[src/verilog/pad_cfg_pkg.sv]
`default_nettype none

package pad_cfg_pkg;

	// Number of GPIO pads
	localparam integer GPIO_W = 16;

	// One bit per pad
	typedef logic [GPIO_W-1:0] pad_word_t;

	// Monitor destination select
	// Which pad of a group carries the monitor signal
	typedef enum logic [1:0] {
		ROUTE_OFF = 2'd0,
		ROUTE_A   = 2'd1,
		ROUTE_B   = 2'd2,
		ROUTE_C   = 2'd3
	} route_e;

	// IRQ input source select
	typedef enum logic [1:0] {
		IRQ_OFF   = 2'd0,
		IRQ_PAD_A = 2'd1,
		IRQ_PAD_B = 2'd2,
		IRQ_PAD_C = 2'd3
	} irq_src_e;

	// Pad side of the register file
	typedef struct packed {
		pad_word_t data;
		// Output enable, active low
		pad_word_t oeb;
		pad_word_t pu;
		pad_word_t pd;
		route_e comp_dest;
		route_e rcosc_dest;
		route_e xtal_dest;
		route_e trap_dest;
		route_e overtemp_dest;
		irq_src_e irq7_src;
		irq_src_e irq8_src;
	} pad_cfg_t;

	// Enables and selects for the analog macros
	typedef struct packed {
		logic comp_ena;
		logic [1:0] comp_ninputsrc;
		logic [1:0] comp_pinputsrc;
		logic rcosc_ena;
		logic overtemp_ena;
		// DAC or bandgap on the analog output
		logic analog_out_sel;
		logic opamp_ena;
		logic opamp_bias_ena;
		logic bg_ena;
	} analog_ctrl_t;

	// Signals that can be routed onto pads
	typedef struct packed {
		logic comp_in;
		logic rcosc_in;
		logic xtal_in;
		logic overtemp;
		logic trap;
	} analog_mon_t;

	// Values set through the standalone SPI, read-only to the CPU
	typedef struct packed {
		logic [7:0] cfg;
		logic xtal_ena;
		logic reg_ena;
		logic pll_cp_ena;
		logic pll_vco_ena;
		logic pll_bias_ena;
		logic [3:0] pll_trim;
		logic [11:0] mfgr_id;
		logic [7:0] prod_id;
		logic [3:0] mask_rev;
	} spi_ro_t;

endpackage

`default_nettype wire

[src/verilog/soc_map_pkg.sv]
`default_nettype none

package soc_map_pkg;

	// One CPU data word
	typedef logic [31:0] word_t;

	// Byte write strobes, one per lane
	typedef logic [3:0] strb_t;

	// Native memory request
	// Held by the CPU until ready comes back
	typedef struct packed {
		logic valid;
		word_t addr;
		word_t wdata;
		strb_t wstrb;
	} mem_req_t;

	// Response, only meaningful in the ready cycle
	typedef struct packed {
		logic ready;
		word_t rdata;
	} mem_rsp_t;

	// Upper 24 address bits of the control window
	localparam logic [23:0] IO_BASE = 24'h030000;

	// Low address byte inside the control window
	typedef enum logic [7:0] {
		// GPIO block
		GPIO_DATA     = 8'h00,
		GPIO_OEB      = 8'h04,
		GPIO_PU       = 8'h08,
		GPIO_PD       = 8'h0c,
		// Comparator
		COMP_ENA      = 8'h60,
		COMP_NSRC     = 8'h64,
		COMP_PSRC     = 8'h68,
		COMP_DEST     = 8'h6c,
		// RC oscillator
		RCOSC_ENA     = 8'h70,
		RCOSC_DEST    = 8'h74,
		// Read-only words from the standalone SPI
		SPI_CONFIG    = 8'h80,
		SPI_OSC       = 8'h84,
		SPI_PLL       = 8'h88,
		MFGR_ID       = 8'h8c,
		PROD_ID       = 8'h90,
		MASK_REV      = 8'h94,
		// Monitor routing and IRQ sources
		XTAL_DEST     = 8'ha0,
		TRAP_DEST     = 8'ha8,
		IRQ7_SRC      = 8'hb0,
		IRQ8_SRC      = 8'hb4,
		// Analog output path
		ANALOG_SEL    = 8'hc0,
		OPAMP_BIAS    = 8'hc4,
		OPAMP_ENA     = 8'hc8,
		BG_ENA        = 8'hd0,
		// Over-temperature alarm
		OVERTEMP_ENA  = 8'he0,
		OVERTEMP_IN   = 8'he4,
		OVERTEMP_DEST = 8'he8
	} reg_offset_e;

endpackage

`default_nettype wire
[src/verilog/io_ctrl_regs.sv]
`default_nettype none

module io_ctrl_regs
	import soc_map_pkg::*;
	import pad_cfg_pkg::*;
(
	input wire clk,
	input wire resetn,
	input wire mem_req_t io_req,
	output mem_rsp_t io_rsp,
	input wire pad_word_t gpio_in,
	input wire pad_word_t gpio_out,
	input wire analog_mon_t mon,
	input wire spi_ro_t spi_ro,
	output pad_cfg_t pad_cfg,
	output analog_ctrl_t analog_ctrl
);

	pad_cfg_t cfg_q;
	analog_ctrl_t ana_q;
	reg_offset_e offset;
	logic req_hit;
	logic wr_lane0;
	logic rsp_ready;
	word_t rsp_rdata;
	word_t rd_mux;

	// Byte lanes 0 and 1 of a 16-bit GPIO register
	function automatic pad_word_t wr_pad(input pad_word_t cur, input word_t wdata,
		input strb_t wstrb);
		pad_word_t nxt;
		nxt = cur;
		if (wstrb[0])
			nxt[7:0] = wdata[7:0];
		if (wstrb[1])
			nxt[15:8] = wdata[15:8];
		return nxt;
	endfunction

	assign offset = reg_offset_e'(io_req.addr[7:0]);
	// Take a new request only when not acking the previous one
	assign req_hit = io_req.valid && !rsp_ready;
	assign wr_lane0 = io_req.wstrb[0];

	// Readback, zero extended
	always_comb begin
		rd_mux = '0;
		case (offset)
			GPIO_DATA:     rd_mux = {gpio_out, gpio_in};
			GPIO_OEB:      rd_mux = {16'd0, cfg_q.oeb};
			GPIO_PU:       rd_mux = {16'd0, cfg_q.pu};
			GPIO_PD:       rd_mux = {16'd0, cfg_q.pd};
			COMP_ENA:      rd_mux = {31'd0, ana_q.comp_ena};
			COMP_NSRC:     rd_mux = {30'd0, ana_q.comp_ninputsrc};
			COMP_PSRC:     rd_mux = {30'd0, ana_q.comp_pinputsrc};
			COMP_DEST:     rd_mux = {30'd0, cfg_q.comp_dest};
			RCOSC_ENA:     rd_mux = {31'd0, ana_q.rcosc_ena};
			RCOSC_DEST:    rd_mux = {30'd0, cfg_q.rcosc_dest};
			// SPI side values, never written from here
			SPI_CONFIG:    rd_mux = {24'd0, spi_ro.cfg};
			SPI_OSC:       rd_mux = {30'd0, spi_ro.xtal_ena, spi_ro.reg_ena};
			SPI_PLL:       rd_mux = {25'd0, spi_ro.pll_trim, spi_ro.pll_cp_ena,
				spi_ro.pll_vco_ena, spi_ro.pll_bias_ena};
			MFGR_ID:       rd_mux = {20'd0, spi_ro.mfgr_id};
			PROD_ID:       rd_mux = {24'd0, spi_ro.prod_id};
			MASK_REV:      rd_mux = {28'd0, spi_ro.mask_rev};
			XTAL_DEST:     rd_mux = {30'd0, cfg_q.xtal_dest};
			TRAP_DEST:     rd_mux = {30'd0, cfg_q.trap_dest};
			IRQ7_SRC:      rd_mux = {30'd0, cfg_q.irq7_src};
			IRQ8_SRC:      rd_mux = {30'd0, cfg_q.irq8_src};
			ANALOG_SEL:    rd_mux = {31'd0, ana_q.analog_out_sel};
			OPAMP_BIAS:    rd_mux = {31'd0, ana_q.opamp_bias_ena};
			OPAMP_ENA:     rd_mux = {31'd0, ana_q.opamp_ena};
			BG_ENA:        rd_mux = {31'd0, ana_q.bg_ena};
			OVERTEMP_ENA:  rd_mux = {31'd0, ana_q.overtemp_ena};
			// Live alarm level
			OVERTEMP_IN:   rd_mux = {31'd0, mon.overtemp};
			OVERTEMP_DEST: rd_mux = {30'd0, cfg_q.overtemp_dest};
			default:       rd_mux = '0;
		endcase
	end

	// Register writes and the single-cycle ready
	always_ff @(posedge clk) begin
		if (!resetn) begin
			rsp_ready <= 1'b0;
			// Pads come up as inputs
			cfg_q <= '{
				data: '0, oeb: '1, pu: '0, pd: '0,
				comp_dest: ROUTE_OFF, rcosc_dest: ROUTE_OFF, xtal_dest: ROUTE_OFF,
				trap_dest: ROUTE_OFF, overtemp_dest: ROUTE_OFF,
				irq7_src: IRQ_OFF, irq8_src: IRQ_OFF
			};
			ana_q <= '0;
		end else begin
			rsp_ready <= req_hit;
			if (req_hit) begin
				case (offset)
					GPIO_DATA: cfg_q.data <= wr_pad(cfg_q.data, io_req.wdata, io_req.wstrb);
					GPIO_OEB:  cfg_q.oeb <= wr_pad(cfg_q.oeb, io_req.wdata, io_req.wstrb);
					GPIO_PU:   cfg_q.pu <= wr_pad(cfg_q.pu, io_req.wdata, io_req.wstrb);
					GPIO_PD:   cfg_q.pd <= wr_pad(cfg_q.pd, io_req.wdata, io_req.wstrb);
					// Everything below uses lane 0 only
					COMP_ENA:
						if (wr_lane0) ana_q.comp_ena <= io_req.wdata[0];
					COMP_NSRC:
						if (wr_lane0) ana_q.comp_ninputsrc <= io_req.wdata[1:0];
					COMP_PSRC:
						if (wr_lane0) ana_q.comp_pinputsrc <= io_req.wdata[1:0];
					COMP_DEST:
						if (wr_lane0) cfg_q.comp_dest <= route_e'(io_req.wdata[1:0]);
					RCOSC_ENA:
						if (wr_lane0) ana_q.rcosc_ena <= io_req.wdata[0];
					RCOSC_DEST:
						if (wr_lane0) cfg_q.rcosc_dest <= route_e'(io_req.wdata[1:0]);
					XTAL_DEST:
						if (wr_lane0) cfg_q.xtal_dest <= route_e'(io_req.wdata[1:0]);
					TRAP_DEST:
						if (wr_lane0) cfg_q.trap_dest <= route_e'(io_req.wdata[1:0]);
					IRQ7_SRC:
						if (wr_lane0) cfg_q.irq7_src <= irq_src_e'(io_req.wdata[1:0]);
					IRQ8_SRC:
						if (wr_lane0) cfg_q.irq8_src <= irq_src_e'(io_req.wdata[1:0]);
					ANALOG_SEL:
						if (wr_lane0) ana_q.analog_out_sel <= io_req.wdata[0];
					OPAMP_BIAS:
						if (wr_lane0) ana_q.opamp_bias_ena <= io_req.wdata[0];
					OPAMP_ENA:
						if (wr_lane0) ana_q.opamp_ena <= io_req.wdata[0];
					BG_ENA:
						if (wr_lane0) ana_q.bg_ena <= io_req.wdata[0];
					OVERTEMP_ENA:
						if (wr_lane0) ana_q.overtemp_ena <= io_req.wdata[0];
					OVERTEMP_DEST:
						if (wr_lane0) cfg_q.overtemp_dest <= route_e'(io_req.wdata[1:0]);
					// Read-only and unmapped offsets ignore writes
					default: ;
				endcase
			end
		end
	end

	// Read data only loads with an accepted request
	always_ff @(posedge clk) begin
		if (req_hit)
			rsp_rdata <= rd_mux;
	end

	assign io_rsp.ready = rsp_ready;
	assign io_rsp.rdata = rsp_rdata;
	assign pad_cfg = cfg_q;
	assign analog_ctrl = ana_q;

	// A pending request stays up until its single ack
	assert property (@(posedge clk) disable iff (!resetn)
		io_req.valid && !io_rsp.ready |=> io_req.valid);

endmodule

`default_nettype wire

[src/verilog/irq_router.sv]
`default_nettype none

module irq_router
	import soc_map_pkg::*;
	import pad_cfg_pkg::*;
(
	input wire pad_cfg_t pad_cfg,
	input wire pad_word_t gpio_in,
	input wire analog_mon_t mon,
	input wire irq_pin,
	input wire irq_spi,
	output word_t irq
);

	// One of three pads, or nothing
	function automatic logic pick_pad(input irq_src_e src, input logic [2:0] pads);
		case (src)
			IRQ_PAD_A: return pads[0];
			IRQ_PAD_B: return pads[1];
			IRQ_PAD_C: return pads[2];
			default:   return 1'b0;
		endcase
	endfunction

	always_comb begin
		irq = '0;
		irq[5] = irq_pin;
		irq[6] = irq_spi;
		// IRQ7 from pads 0..2, IRQ8 from pads 3..5
		irq[7] = pick_pad(pad_cfg.irq7_src, gpio_in[2:0]);
		irq[8] = pick_pad(pad_cfg.irq8_src, gpio_in[5:3]);
		// ROUTE_C sends comparator and alarm to the CPU
		irq[9] = (pad_cfg.comp_dest == ROUTE_C) && mon.comp_in;
		irq[10] = (pad_cfg.overtemp_dest == ROUTE_C) && mon.overtemp;
	end

endmodule

`default_nettype wire

[src/verilog/mem_bus_router.sv]
`default_nettype none

module mem_bus_router
	import soc_map_pkg::*;
#(
	parameter integer MEM_WORDS = 1024
) (
	input wire clk,
	input wire resetn,
	input wire mem_req_t mem_req,
	output mem_rsp_t mem_rsp,
	output mem_req_t io_req,
	input wire mem_rsp_t io_rsp,
	output logic ram_wenb,
	output logic [$clog2(MEM_WORDS)-1:0] ram_addr,
	output word_t ram_wdata,
	input wire word_t ram_rdata
);

	// Word address width of the scratchpad
	localparam integer RAM_AW = $clog2(MEM_WORDS);
	// First byte address past the scratchpad
	localparam word_t RAM_LIMIT = word_t'(4 * MEM_WORDS);

	logic ram_sel;
	logic io_sel;
	logic ram_ready;

	// Window decode
	assign ram_sel = mem_req.valid && (mem_req.addr < RAM_LIMIT);
	assign io_sel = mem_req.valid && (mem_req.addr[31:8] == IO_BASE);

	// Register file sees valid only inside its window
	always_comb begin
		io_req = mem_req;
		io_req.valid = io_sel;
	end

	// SRAM pins
	// Write enable low while pending, if any lane is written
	assign ram_wenb = (ram_sel && !ram_ready) ? ~|mem_req.wstrb : 1'b1;
	assign ram_addr = mem_req.addr[RAM_AW+1:2];
	assign ram_wdata = mem_req.wdata;

	// SRAM answers one cycle after valid
	// Cleared after a ready so a held request is not acked twice
	always_ff @(posedge clk) begin
		if (!resetn) begin
			ram_ready <= 1'b0;
		end else begin
			ram_ready <= ram_sel && !ram_ready;
		end
	end

	// Merge of the two responders
	always_comb begin
		mem_rsp.ready = io_rsp.ready || ram_ready;
		if (io_rsp.ready)
			mem_rsp.rdata = io_rsp.rdata;
		else if (ram_ready)
			mem_rsp.rdata = ram_rdata;
		else
			mem_rsp.rdata = '0;
	end

	// Ready only ever answers a request that was already pending
	assert property (@(posedge clk) disable iff (!resetn)
		$rose(mem_rsp.ready) |-> mem_req.valid && $past(mem_req.valid));

endmodule

`default_nettype wire

[src/verilog/pad_mux.sv]
`default_nettype none

module pad_mux
	import pad_cfg_pkg::*;
(
	input wire pad_cfg_t pad_cfg,
	input wire analog_mon_t mon,
	output pad_word_t gpio_out,
	output pad_word_t gpio_outenb,
	output pad_word_t gpio_pullup,
	output pad_word_t gpio_pulldown
);

	pad_word_t mon_sel;
	pad_word_t mon_val;
	pad_word_t grp_keep;

	// Pad selected by each monitor destination
	// Pads 8 to 10 never carry a monitor
	assign mon_sel = {
		pad_cfg.overtemp_dest == ROUTE_B, pad_cfg.overtemp_dest == ROUTE_A,
		pad_cfg.trap_dest == ROUTE_C, pad_cfg.trap_dest == ROUTE_B,
		pad_cfg.trap_dest == ROUTE_A,
		3'b000,
		pad_cfg.xtal_dest == ROUTE_C, pad_cfg.xtal_dest == ROUTE_B,
		pad_cfg.xtal_dest == ROUTE_A,
		pad_cfg.rcosc_dest == ROUTE_C, pad_cfg.rcosc_dest == ROUTE_B,
		pad_cfg.rcosc_dest == ROUTE_A,
		pad_cfg.comp_dest == ROUTE_B, pad_cfg.comp_dest == ROUTE_A
	};

	// Monitor signal fanned out over its pad group
	assign mon_val = {
		{2{mon.overtemp}},
		{3{mon.trap}},
		3'b000,
		{3{mon.xtal_in}},
		{3{mon.rcosc_in}},
		{2{mon.comp_in}}
	};

	// Whole group released to the registers only when its monitor is off
	// Comp on ROUTE_C still claims pads 0 and 1
	assign grp_keep = {
		{2{pad_cfg.overtemp_dest == ROUTE_OFF}},
		{3{pad_cfg.trap_dest == ROUTE_OFF}},
		3'b111,
		{3{pad_cfg.xtal_dest == ROUTE_OFF}},
		{3{pad_cfg.rcosc_dest == ROUTE_OFF}},
		{2{pad_cfg.comp_dest == ROUTE_OFF}}
	};

	assign gpio_out = (mon_sel & mon_val) | (~mon_sel & pad_cfg.data);
	// Claimed pads are driven, no pulls
	assign gpio_outenb = pad_cfg.oeb & grp_keep;
	assign gpio_pullup = pad_cfg.pu & grp_keep;
	assign gpio_pulldown = pad_cfg.pd & grp_keep;

endmodule

`default_nettype wire

[src/verilog/raven_io_top.sv]
`default_nettype none

module raven_io_top
	import soc_map_pkg::*;
	import pad_cfg_pkg::*;
#(
	// Scratchpad size in words
	parameter integer MEM_WORDS = 1024
) (
	input wire clk,
	input wire resetn,
	// CPU native bus
	input wire mem_req_t mem_req,
	output mem_rsp_t mem_rsp,
	// External SRAM pins
	output logic ram_wenb,
	output logic [$clog2(MEM_WORDS)-1:0] ram_addr,
	output word_t ram_wdata,
	input wire word_t ram_rdata,
	// Pads
	input wire pad_word_t gpio_in,
	output pad_word_t gpio_out,
	output pad_word_t gpio_outenb,
	output pad_word_t gpio_pullup,
	output pad_word_t gpio_pulldown,
	// Analog macros
	input wire analog_mon_t mon,
	input wire spi_ro_t spi_ro,
	output analog_ctrl_t analog_ctrl,
	// Interrupts
	input wire irq_pin,
	input wire irq_spi,
	output word_t irq
);

	mem_req_t io_req;
	mem_rsp_t io_rsp;
	pad_cfg_t pad_cfg;

	// Window decode and SRAM side
	mem_bus_router #(
		.MEM_WORDS(MEM_WORDS)
	) u_router (
		.clk(clk),
		.resetn(resetn),
		.mem_req(mem_req),
		.mem_rsp(mem_rsp),
		.io_req(io_req),
		.io_rsp(io_rsp),
		.ram_wenb(ram_wenb),
		.ram_addr(ram_addr),
		.ram_wdata(ram_wdata),
		.ram_rdata(ram_rdata)
	);

	// Control registers at IO_BASE
	io_ctrl_regs u_regs (
		.clk(clk),
		.resetn(resetn),
		.io_req(io_req),
		.io_rsp(io_rsp),
		.gpio_in(gpio_in),
		.gpio_out(gpio_out),
		.mon(mon),
		.spi_ro(spi_ro),
		.pad_cfg(pad_cfg),
		.analog_ctrl(analog_ctrl)
	);

	// Pad drive, fed back for GPIO_DATA readback
	pad_mux u_pad_mux (
		.pad_cfg(pad_cfg),
		.mon(mon),
		.gpio_out(gpio_out),
		.gpio_outenb(gpio_outenb),
		.gpio_pullup(gpio_pullup),
		.gpio_pulldown(gpio_pulldown)
	);

	irq_router u_irq (
		.pad_cfg(pad_cfg),
		.gpio_in(gpio_in),
		.mon(mon),
		.irq_pin(irq_pin),
		.irq_spi(irq_spi),
		.irq(irq)
	);

endmodule

`default_nettype wire

[config.mk]
export PLATFORM = sky130hd
export DESIGN_NAME = raven_io_top
export DESIGN_NICKNAME = d
export VERILOG_FILES = /design/src/verilog/pad_cfg_pkg.sv /design/src/verilog/soc_map_pkg.sv /design/src/verilog/io_ctrl_regs.sv /design/src/verilog/irq_router.sv /design/src/verilog/mem_bus_router.sv /design/src/verilog/pad_mux.sv /design/src/verilog/raven_io_top.sv
export SDC_FILE = /design/constraint.sdc
export NUM_CORES = 1
export LEC_CHECK = 0
export ABC_CLOCK_PERIOD_IN_PS = 10510
export BUFFER_PORTS_ARGS = -buffer_cell sky130_fd_sc_hd__buf_2
export CORE_AREA = 4 4 133 135
export DETAILED_ROUTE_END_ITERATION = 10
export DIE_AREA = 0 0 137 139
export HOLD_SLACK_MARGIN = 0.08
export PLACE_DENSITY = 0.83
export SETUP_SLACK_MARGIN = 0.5
export SLEW_MARGIN = 20
export SYNTH_ARGS = -nofsm -noshare
export SYNTH_HDL_FRONTEND = slang
export SYNTH_SLANG_ARGS = --single-unit
[constraint.sdc]
create_clock -name clk -period 10.51 [get_ports clk]
set_clock_uncertainty 0.1 [all_clocks]
set_input_delay 3.153 -clock clk [delete_from_list [all_inputs] [get_ports clk]]
set_output_delay 3.153 -clock clk [all_outputs]
set_load 0.02 [all_outputs]
# --- Word level (Yosys, flattened, before mapping) ---
# Index checks and enable logic that the tools add are counted.
classes:
  n_eq_ne: 48
  bitwise_logic: 7
  reduce_logical: 41
  magnitude_cmp: 1
  mux: 6
ops:
  columns: ["operator", "n"]
  rows:
  - ["$pmux W32 S27", 1]
  - ["$eq A8 B8 Y1 const B", 17]
  - ["$and A16 B16 Y16", 5]
  - ["$reduce_and A3 Y1", 24]
  - ["$mux W32", 2]
  - ["$eq A8 B7 Y1 const B", 6]
  - ["$lt A32 B13 Y1 const B", 1]
  - ["$eq A2 B2 Y1 const B", 14]
  - ["$eq A24 B18 Y1 const B", 1]
  - ["$eq A8 B4 Y1 const B", 2]
  - ["$not A16 Y16", 1]
  - ["$or A16 B16 Y16", 1]
  - ["$eq A2 B1 Y1 const B", 7]
  - ["$logic_not A2 Y1", 5]
  - ["$eq A8 B3 Y1 const B", 1]
  - ["$logic_not A8 Y1", 1]
  - ["$logic_and A1 B1 Y1", 6]
  - ["$pmux W1 S3", 2]
  - ["$reduce_or A4 Y1", 1]
  - ["$logic_not A1 Y1", 3]
  - ["$logic_or A1 B1 Y1", 1]
  - ["$mux W1", 1]
totals:
  regBits: 123
  in_bits: 167
  output_inout_bits: 183

# --- Longest topological paths before layout ---
# Gate-level depths: netlist of the first run.
logic_depth:
  word_depth: 5
  mapped_depth: 7
  mapped_depth_nobuf: 5

# --- By module ---
# A second synthesis of the first run with hierarchy kept.
unflattened:
  cells_unflattened: 889
  area_unflattened_um2: 7960.1
by_module_without_submodules:
  columns: ["module", "cells_each", "area_per_inst_um2", "n_inst"]
  rows:
  - ["io_ctrl_regs", 600, 5826.8, 1]
  - ["mem_bus_router", 170, 1286.2, 1]
  - ["pad_mux", 82, 573.0, 1]
  - ["irq_router", 37, 274.0, 1]

# --- Worst setup path after synthesis of the first run ---
# Ideal clock, no wire load.
synth_timing:
  path_type: "input to output"
  from: "input port mem_req[54] in the netlist's numbering"
  to: "output port ram_wenb"
  t_arrival_ns: 4.789
  n_path_buf: 0
  path_slack_ns: 2.468
  stages: 5
  path_cell_list: "or4b_2 -> nor4_4 -> nand2_1 -> nor4_1 -> o41ai_1"
synth_via:
  elab_chain_len: 4
synth_rtl:
  columns: ["element", "line", "source"]
  rows:
  - ["from (decl)", "raven_io_top.sv:13", "input wire mem_req_t mem_req,"]
  - ["$lt A32 B13 Y1", "mem_bus_router.sv:30", "assign ram_sel = mem_req.valid && (mem_req.addr < RAM_LIMIT);"]
  - ["$logic_and A1 B1 Y1", "mem_bus_router.sv:30", null]
  - ["$logic_and A1 B1 Y1", "mem_bus_router.sv:41", "assign ram_wenb = (ram_sel && !ram_ready) ? ~|mem_req.wstrb : 1'b1;"]
  - ["$mux W1", "mem_bus_router.sv:41", null]
  - ["to (decl)", "raven_io_top.sv:16", "output logic ram_wenb,"]
# No other way between the ends.

# --- Worst setup path in the final report of the first run ---
# Ends and elaborated chain as after synthesis.

==> results of run 1 <==
## kinds of logic after synthesis
kind of cell           Yosys count
buffers and inverters          126
AND/OR/NAND/NOR                299
multiplexers                   105
other                            1
flip-flops                     123
AO/OA/AOI/OAI                  113
## layout make-up
type,instances,area (sq um)
Antenna cell,1,2.50
Timing Repair Buffer,301,1540
Clock buffer,18,429
Multi-Input combinational cell,543,3910
Fill cell,1493,7360
Tap cell,220,275
Inverter,2,7.51
Sequential cell,123,2780
Clock inverter,14,154
## synthesized netlist by cell type, types with 8 or more instances
library cell / instances / share of area
mux2i_1: 86 / 0.12
nor2_1: 18 / 0.0092
and2_1: 55 / 0.047
and3_1: 9 / 0.0077
edfxtp_1: 32 / 0.13
a22oi_1: 16 / 0.016
nand3_1: 9 / 0.0061
a222oi_1: 12 / 0.016
nor2_2: 8 / 0.0068
clkbuf_1: 39 / 0.020
mux2_2: 19 / 0.029
dfxtp_1: 91 / 0.25
a22o_1: 38 / 0.045
nor2b_1: 40 / 0.034
o211ai_1: 8 / 0.0082
a21oi_1: 9 / 0.0061
buf_4: 82 / 0.084
nand2_1: 101 / 0.052
## critical path, stage by stage
cell and delay [ps]:
buf_2 90, or4b_2 750, nor4_4 360, nand2_1 160, nor4_1 360, o41ai_1 160, buf_2 190
## cell usage in the layout (no fill, tap or decap), drive strengths merged, types with 9 or more instances in the layout
master  netlist  final
buf          85    301
a22oi        16     16
clkbuf       39     18
conb          1     26
nor2b        40     40
mux2         19     19
a22o         38     38
edfxtp       32     32
and3          9      9
and2         55     55
nand2       101    101
mux2i        86     86
dfxtp        91     91
a222oi       12     12
nand3        16     16
a21oi         9      9
nor2         26     26
## how the worst min path moves through the flow
stage | slack [ps] | end | from | cells after the start
2_1_floorplan | 330 | u_regs.pad_cfg[75] | u_regs.pad_cfg[75] | 2
3_3_place_gp | 350 | u_regs.pad_cfg[77] | u_regs.pad_cfg[77] | 2
3_5_place_dp | 360 | u_regs.pad_cfg[77] | u_regs.pad_cfg[77] | 2
4_1_cts | 360 | u_regs.pad_cfg[77] | u_regs.pad_cfg[77] | 2
5_1_grt | 390 | u_regs.pad_cfg[74] | u_regs.pad_cfg[74] | 2
6_report | 360 | u_regs.pad_cfg[77] | u_regs.pad_cfg[77] | 2
## routing by layer
metal | track usage | share of wire
met5 | 0 | 0
met4 | 0.0945 | 0.025
met3 | 0.0512 | 0.087
met2 | 0.455 | 0.51
met1 | 0.311 | 0.38
## report_power, final
| part | switching (mW) | internal, mW |
|---|---|---|
| registers | 0.00000000501 | 0.484 |
| logic | 0.0577 | 0.0337 |
| clock network | 0.210 | 0.368 |
| total | 0.268 | 0.885 |
## registers in the layout, indices dropped and copies added, names as in the netlist
register            flops
u_regs.analog_ctrl     11
u_regs.rsp_ready        1
u_regs.rsp_rdata       32
u_router.ram_ready      1
u_regs.pad_cfg         78
## through the flow
step                total power, mW  hold WS, ps   util
CTS                            1.16          364  0.552
floorplan                     0.561          331      -
global placement              0.582          346  0.517
detailed placement            0.583          359  0.517
finish                         1.15          356  0.553
global route                   1.19          395  0.553
==> summary.txt, run 1 <==
Outcome
  – Status: completed

Logic synthesis
  – Simple-gate area share of the yosys netlist: 0.246
  – Primary FF master, synth: dfxtp_1
  – Mapped Cells: 767
  – Synthesized flop and latch total: 123
  – Synth warnings: 0
  – Synth Area in Adders: 0
  – Mapped cell area: 7360 sq um
  – Synth Area in Compound Gates: 0.122
  – Syn_area_per_cell: 9.59 sq um
  – Post-synthesis xor/xnor area fraction: 0
  – Async SR Flop Fraction: 0
  – Seq/Total Area, Yosys: 0.378
  – Synth cell types: 55
  – Post-synth EDFFs: 32
  – Largest family of logic cells by synthesized area: simple AND/OR/NAND/NOR gates
  – Mux cell area share after synthesis: 0.146

Clocking
  – PostCTS Resize Cnt: 0
  – Num CTS Buffers: 17
  – Depth of the CTS H-tree: 4
  – TritonCTS clock tree: done
  – Hold_buf cts: 0
  – Maximum root-to-sink buffer count: 2
  – Clock latency on the worst-skew pair: 420 ps
  – CTS sink cnt: 123
  – Setup Buffers After CTS: 0
  – Reg clk slew, reported paths: 50 ps
  – Root buf cell: clkbuf_16

Floorplan
  – Die X: 137 um
  – I/O pin total: 350
  – Core ar.: 16500 sq um
  – Initial Util: 0.447
  – Core Rows: 47
  – Full die area: 19000 sq um
  – Die Y: 139 um

Route
  – WL final: 25.6 mm
  – Antenna Nets Post-Route: 0
  – Vias: 6802
  – Drt pass-1 iters: 5
  – Wire length per cell: 21.0 um
  – # DRC: 0
  – Via/cell ratio: 5.57
  – Drt first-iter violations: 677

Critical path
  – R2r endpoint: u_regs.pad_cfg[28]
  – RR Startpoint: u_regs.rsp_ready
  – CP Capture Type: output port
  – Setup Crit Path Kind: in -> out
  – WP data required: 7260 ps
  – Worst Path Max Fanout: 3
  – Crit start category: primary input
  – Setup slack, reg-to-reg: 8030 ps
  – Critical path arrival: 5230 ps
  – R2R cell count: 6
  – Worst Setup SP: mem_req[54]
  – CP endpoint: ram_wenb

STA
  – RSZ-0062 raised after global routing: no
  – Final Hold Fails: 0
  – Peak Freq: 118 MHz
  – Worst Tran Pin Value: 1050 ps
  – Final Slew Violations: 0
  – Min cycle time layout: 8490 ps
  – Setup_tns: 0 ps
  – Slew margin rel.: 0.295
  – Setup Viol. Count Final: 0
  – Setup WS post-layout: 2030 ps
  – Final worst-path cycle share: 0.807

Power
  – Pleak: 4.18 nW
  – Power Density: 127 nW/um^2
  – VDD IR-drop max: 105 uV

Place
  – DP Worst Slack: 1930 ps
  – Cells after DPL: 1189
  – Post-DP HPWL: 20.0 mm
  – IO buf count: 287
  – Placed Area: 8510 sq um
  – Gpl congestion: 0.890

Global route
  – Vias in the first global route: 6677
  – Initial antenna violation count: 1
  – Global route overflow: 0
  – Largest net degree at the start of global routing: 102
  – Gr usage total: 0.259
  – Global-route wire length before repair: 38.0 mm

Final layout
  – Non-filler cells, final: 1222
  – Fin nets: 1155
  – Synthesis-to-layout area growth: 23.7%
  – Post-route cell area: 9100 sq um
  – Share of cells above drive strength 1: 0.386

Flow run
  – MaxCap Viol Count: 0

Min path
  – Hold crit path type: reg -> reg
No activity file was read; power rests on OpenSTA's default activity.
==> inputs of run 2 (changes only) <==
- ABC_CLOCK_PERIOD_IN_PS: 10510 -> 8710
- CORE_AREA: 4 4 133 135 -> 4 4 134 136
- DIE_AREA: 0 0 137 139 -> 0 0 138 140
- PLACE_DENSITY: 0.83 -> 0.82
- clock period: 10.51 -> 8.71 ns (I/O delays scaled with it)
==> run 2 against run 1 <==
Compared with the run above:
- design area rose by 0.11%
- global-route usage fell by 0.96 points
- clock power up 22%
- flip-flop and latch count stayed put
- utilization shrank 1.5 points
- register-to-register slack got worse by 1800 ps
- critical path type unchanged
==> summary.txt, run 2 (same netlist as run 1, synthesis figures left out) <==
STA
  – Final Slew Violations: 0 (unchanged)
  – Setup Viol. Count Final: 0 (unchanged)
  – Final worst-path cycle share: 0.847
  – Worst Tran Pin Value: 1180 ps (was 1050 ps)
  – Final Hold Fails: 0 (unchanged)
  – Min cycle time layout: 7380 ps
  – Peak Freq: 136 MHz
  – Setup WS post-layout: 1330 ps (was 2030 ps)
  – RSZ-0062 raised after global routing: no (unchanged)
  – Slew margin rel.: 0.202 (was 0.295)
  – Setup_tns: 0 ps (unchanged)

Final layout
  – Filler Cell Count: 1544 (was 1493)
  – Synthesis-to-layout area growth: 23.8% (was 23.7%)
  – Post-route cell area: 9110 sq um (was 9100 sq um)
  – FF/Latch Area: 2780 sq um (unchanged)
  – Most common cell after layout, fill and taps aside: buf_2 (unchanged)
  – Area of the multi-input gates: 3910 sq um (about the same)
  – Share of cells above drive strength 1: 0.388 (was 0.386)
  – Fin nets: 1153 (was 1155)
  – Leading cell types in the layout, fill and taps excluded: 287 x buf_2, 101 x nand2_1, 91 x dfxtp_1 (unchanged)
  – Max FFs per register: 78 (unchanged)

Clocking
  – TritonCTS clock tree: done (unchanged)
  – Reg clk slew, reported paths: 60 ps (was 50 ps)
  – Depth of the CTS H-tree: 4 (unchanged)
  – Root buf cell: clkbuf_16 (unchanged)
  – Num CTS Buffers: 17 (unchanged)
  – Maximum root-to-sink buffer count: 2 (unchanged)
  – Hold_buf cts: 0 (unchanged)
  – Clock latency on the worst-skew pair: 420 ps (about the same)
  – Setup Buffers After CTS: 0 (unchanged)
  – CTS sink cnt: 123 (unchanged)
  – PostCTS Resize Cnt: 0 (unchanged)

Route
  – Vias: 6853 (was 6802)
  – Uppermost layer routed: met5 (was met4)
  – Drt first-iter violations: 533 (was 677)
  – Via/cell ratio: 5.58 (was 5.57)
  – DR WL met2: 12.5 mm (was 13.1 mm)
  – Routed metal-1 wirelength: 9.89 mm (was 9.63 mm)
  – Wire length per cell: 20.8 um (was 21.0 um)
  – Drt pass-1 iters: 6 (was 5)
  – WL final: 25.5 mm (was 25.6 mm)
  – Antenna Nets Post-Route: 0 (unchanged)
  – # DRC: 0 (unchanged)
  – Met3 wire length: 2.30 mm (was 2.22 mm)

Power
  – VDD IR-drop max: 129 uV (was 105 uV)
  – Final Total Pwr: 1.40 mW (was 1.15 mW)
  – Power Density: 153 nW/um^2 (was 127 nW/um^2)
  – Pleak: 4.17 nW (was 4.18 nW)

Floorplan
  – Core ar.: 16900 sq um (was 16500 sq um)
  – Core Rows: 48 (was 47)
  – Initial Util: 0.434 (was 0.447)
  – Die X: 138 um (was 137 um)
  – Die Y: 140 um (was 139 um)
  – Full die area: 19300 sq um (was 19000 sq um)
  – I/O pin total: 350 (unchanged)

Critical path
  – Critical path arrival: 4660 ps (was 5230 ps)
  – WP data required: 6000 ps (was 7260 ps)
  – CP Capture Type: output port (unchanged)
  – Crit start category: primary input (unchanged)
  – Setup Crit Path Kind: in -> out (unchanged)
  – Worst Path Max Fanout: 3 (unchanged)

Place
  – DP Worst Slack: 1270 ps (was 1930 ps)
  – Placed Area: 8510 sq um (unchanged)
  – IO buf count: 287 (unchanged)
  – Post-DP HPWL: 19.7 mm (was 20.0 mm)
  – Gpl congestion: 0.896 (was 0.890)

Global route
  – Vias in the first global route: 6637 (was 6677)
  – Gr usage total: 0.250 (was 0.259)
  – Global route overflow: 0 (unchanged)
  – Largest net degree at the start of global routing: 102 (unchanged)
  – Global-route wire length before repair: 37.7 mm (was 38.0 mm)
  – Initial antenna violation count: 5 (was 1)

Min path
  – Hold crit path type: reg -> reg (unchanged)

Outcome
  – Status: completed (unchanged)

Flow run
  – MaxCap Viol Count: 0 (unchanged)
[run 2: cell types whose count changed in the layout (fill, tap and decap cells not counted), sizes merged]
cell    before  now
bufinv       3    2
clkinv       8    7
inv          2    5
diode        1    4
clkbuf      18   17
buf        301  299
[run 2: layout make-up]
cell class / count / area share
Tap cell: 225 / 0.0309
Sequential cell: 123 / 0.305
Timing Repair Buffer: 299 / 0.168
Inverter: 2 / 0.000824
Clock inverter: 15 / 0.0183
Multi-Input combinational cell: 543 / 0.429
Antenna cell: 4 / 0.00110
Clock buffer: 17 / 0.0467
[run 2: layer usage]
metal	vias to the layer above	track usage
met5	-	0
met4	2	0.112
met3	71	0.0737
met2	429	0.413
met1	3212	0.302
li1	3139	-
[run 2: final timing paths]
path	from	endpoint	slack, ps	cells after the start
min reg2reg	u_regs.pad_cfg[76]	u_regs.pad_cfg[76]	360	2
min	u_regs.pad_cfg[76]	u_regs.pad_cfg[76]	360	2
max reg2reg	u_regs.rsp_ready	u_regs.pad_cfg[25]	6220	6
max	mem_req[54]	ram_wenb	1330	7
[run 2: critical path, stage by stage]
cell and delay [ps]:
buf_2 100, or4b_2 750, nor4_4 370, nand2_1 130
nor4_1 360, o41ai_1 140, buf_2 190
[run 2: stage by stage]
step,hold WS [ps],std cells,utilization
after floorplan,331,792,-
after CTS,359,1224,0.537
final,359,1228,0.538
after global placement,341,1192,0.503
after detailed placement,348,1192,0.503
after global routing,381,1227,0.538
[run 2: power breakdown]
part           total (mW)  internal [mW]  switching [mW]
Sequential          0.583          0.583   0.00000000655
Combinational       0.111         0.0405          0.0702
Clock               0.703          0.425           0.278
Total                1.40           1.05           0.348
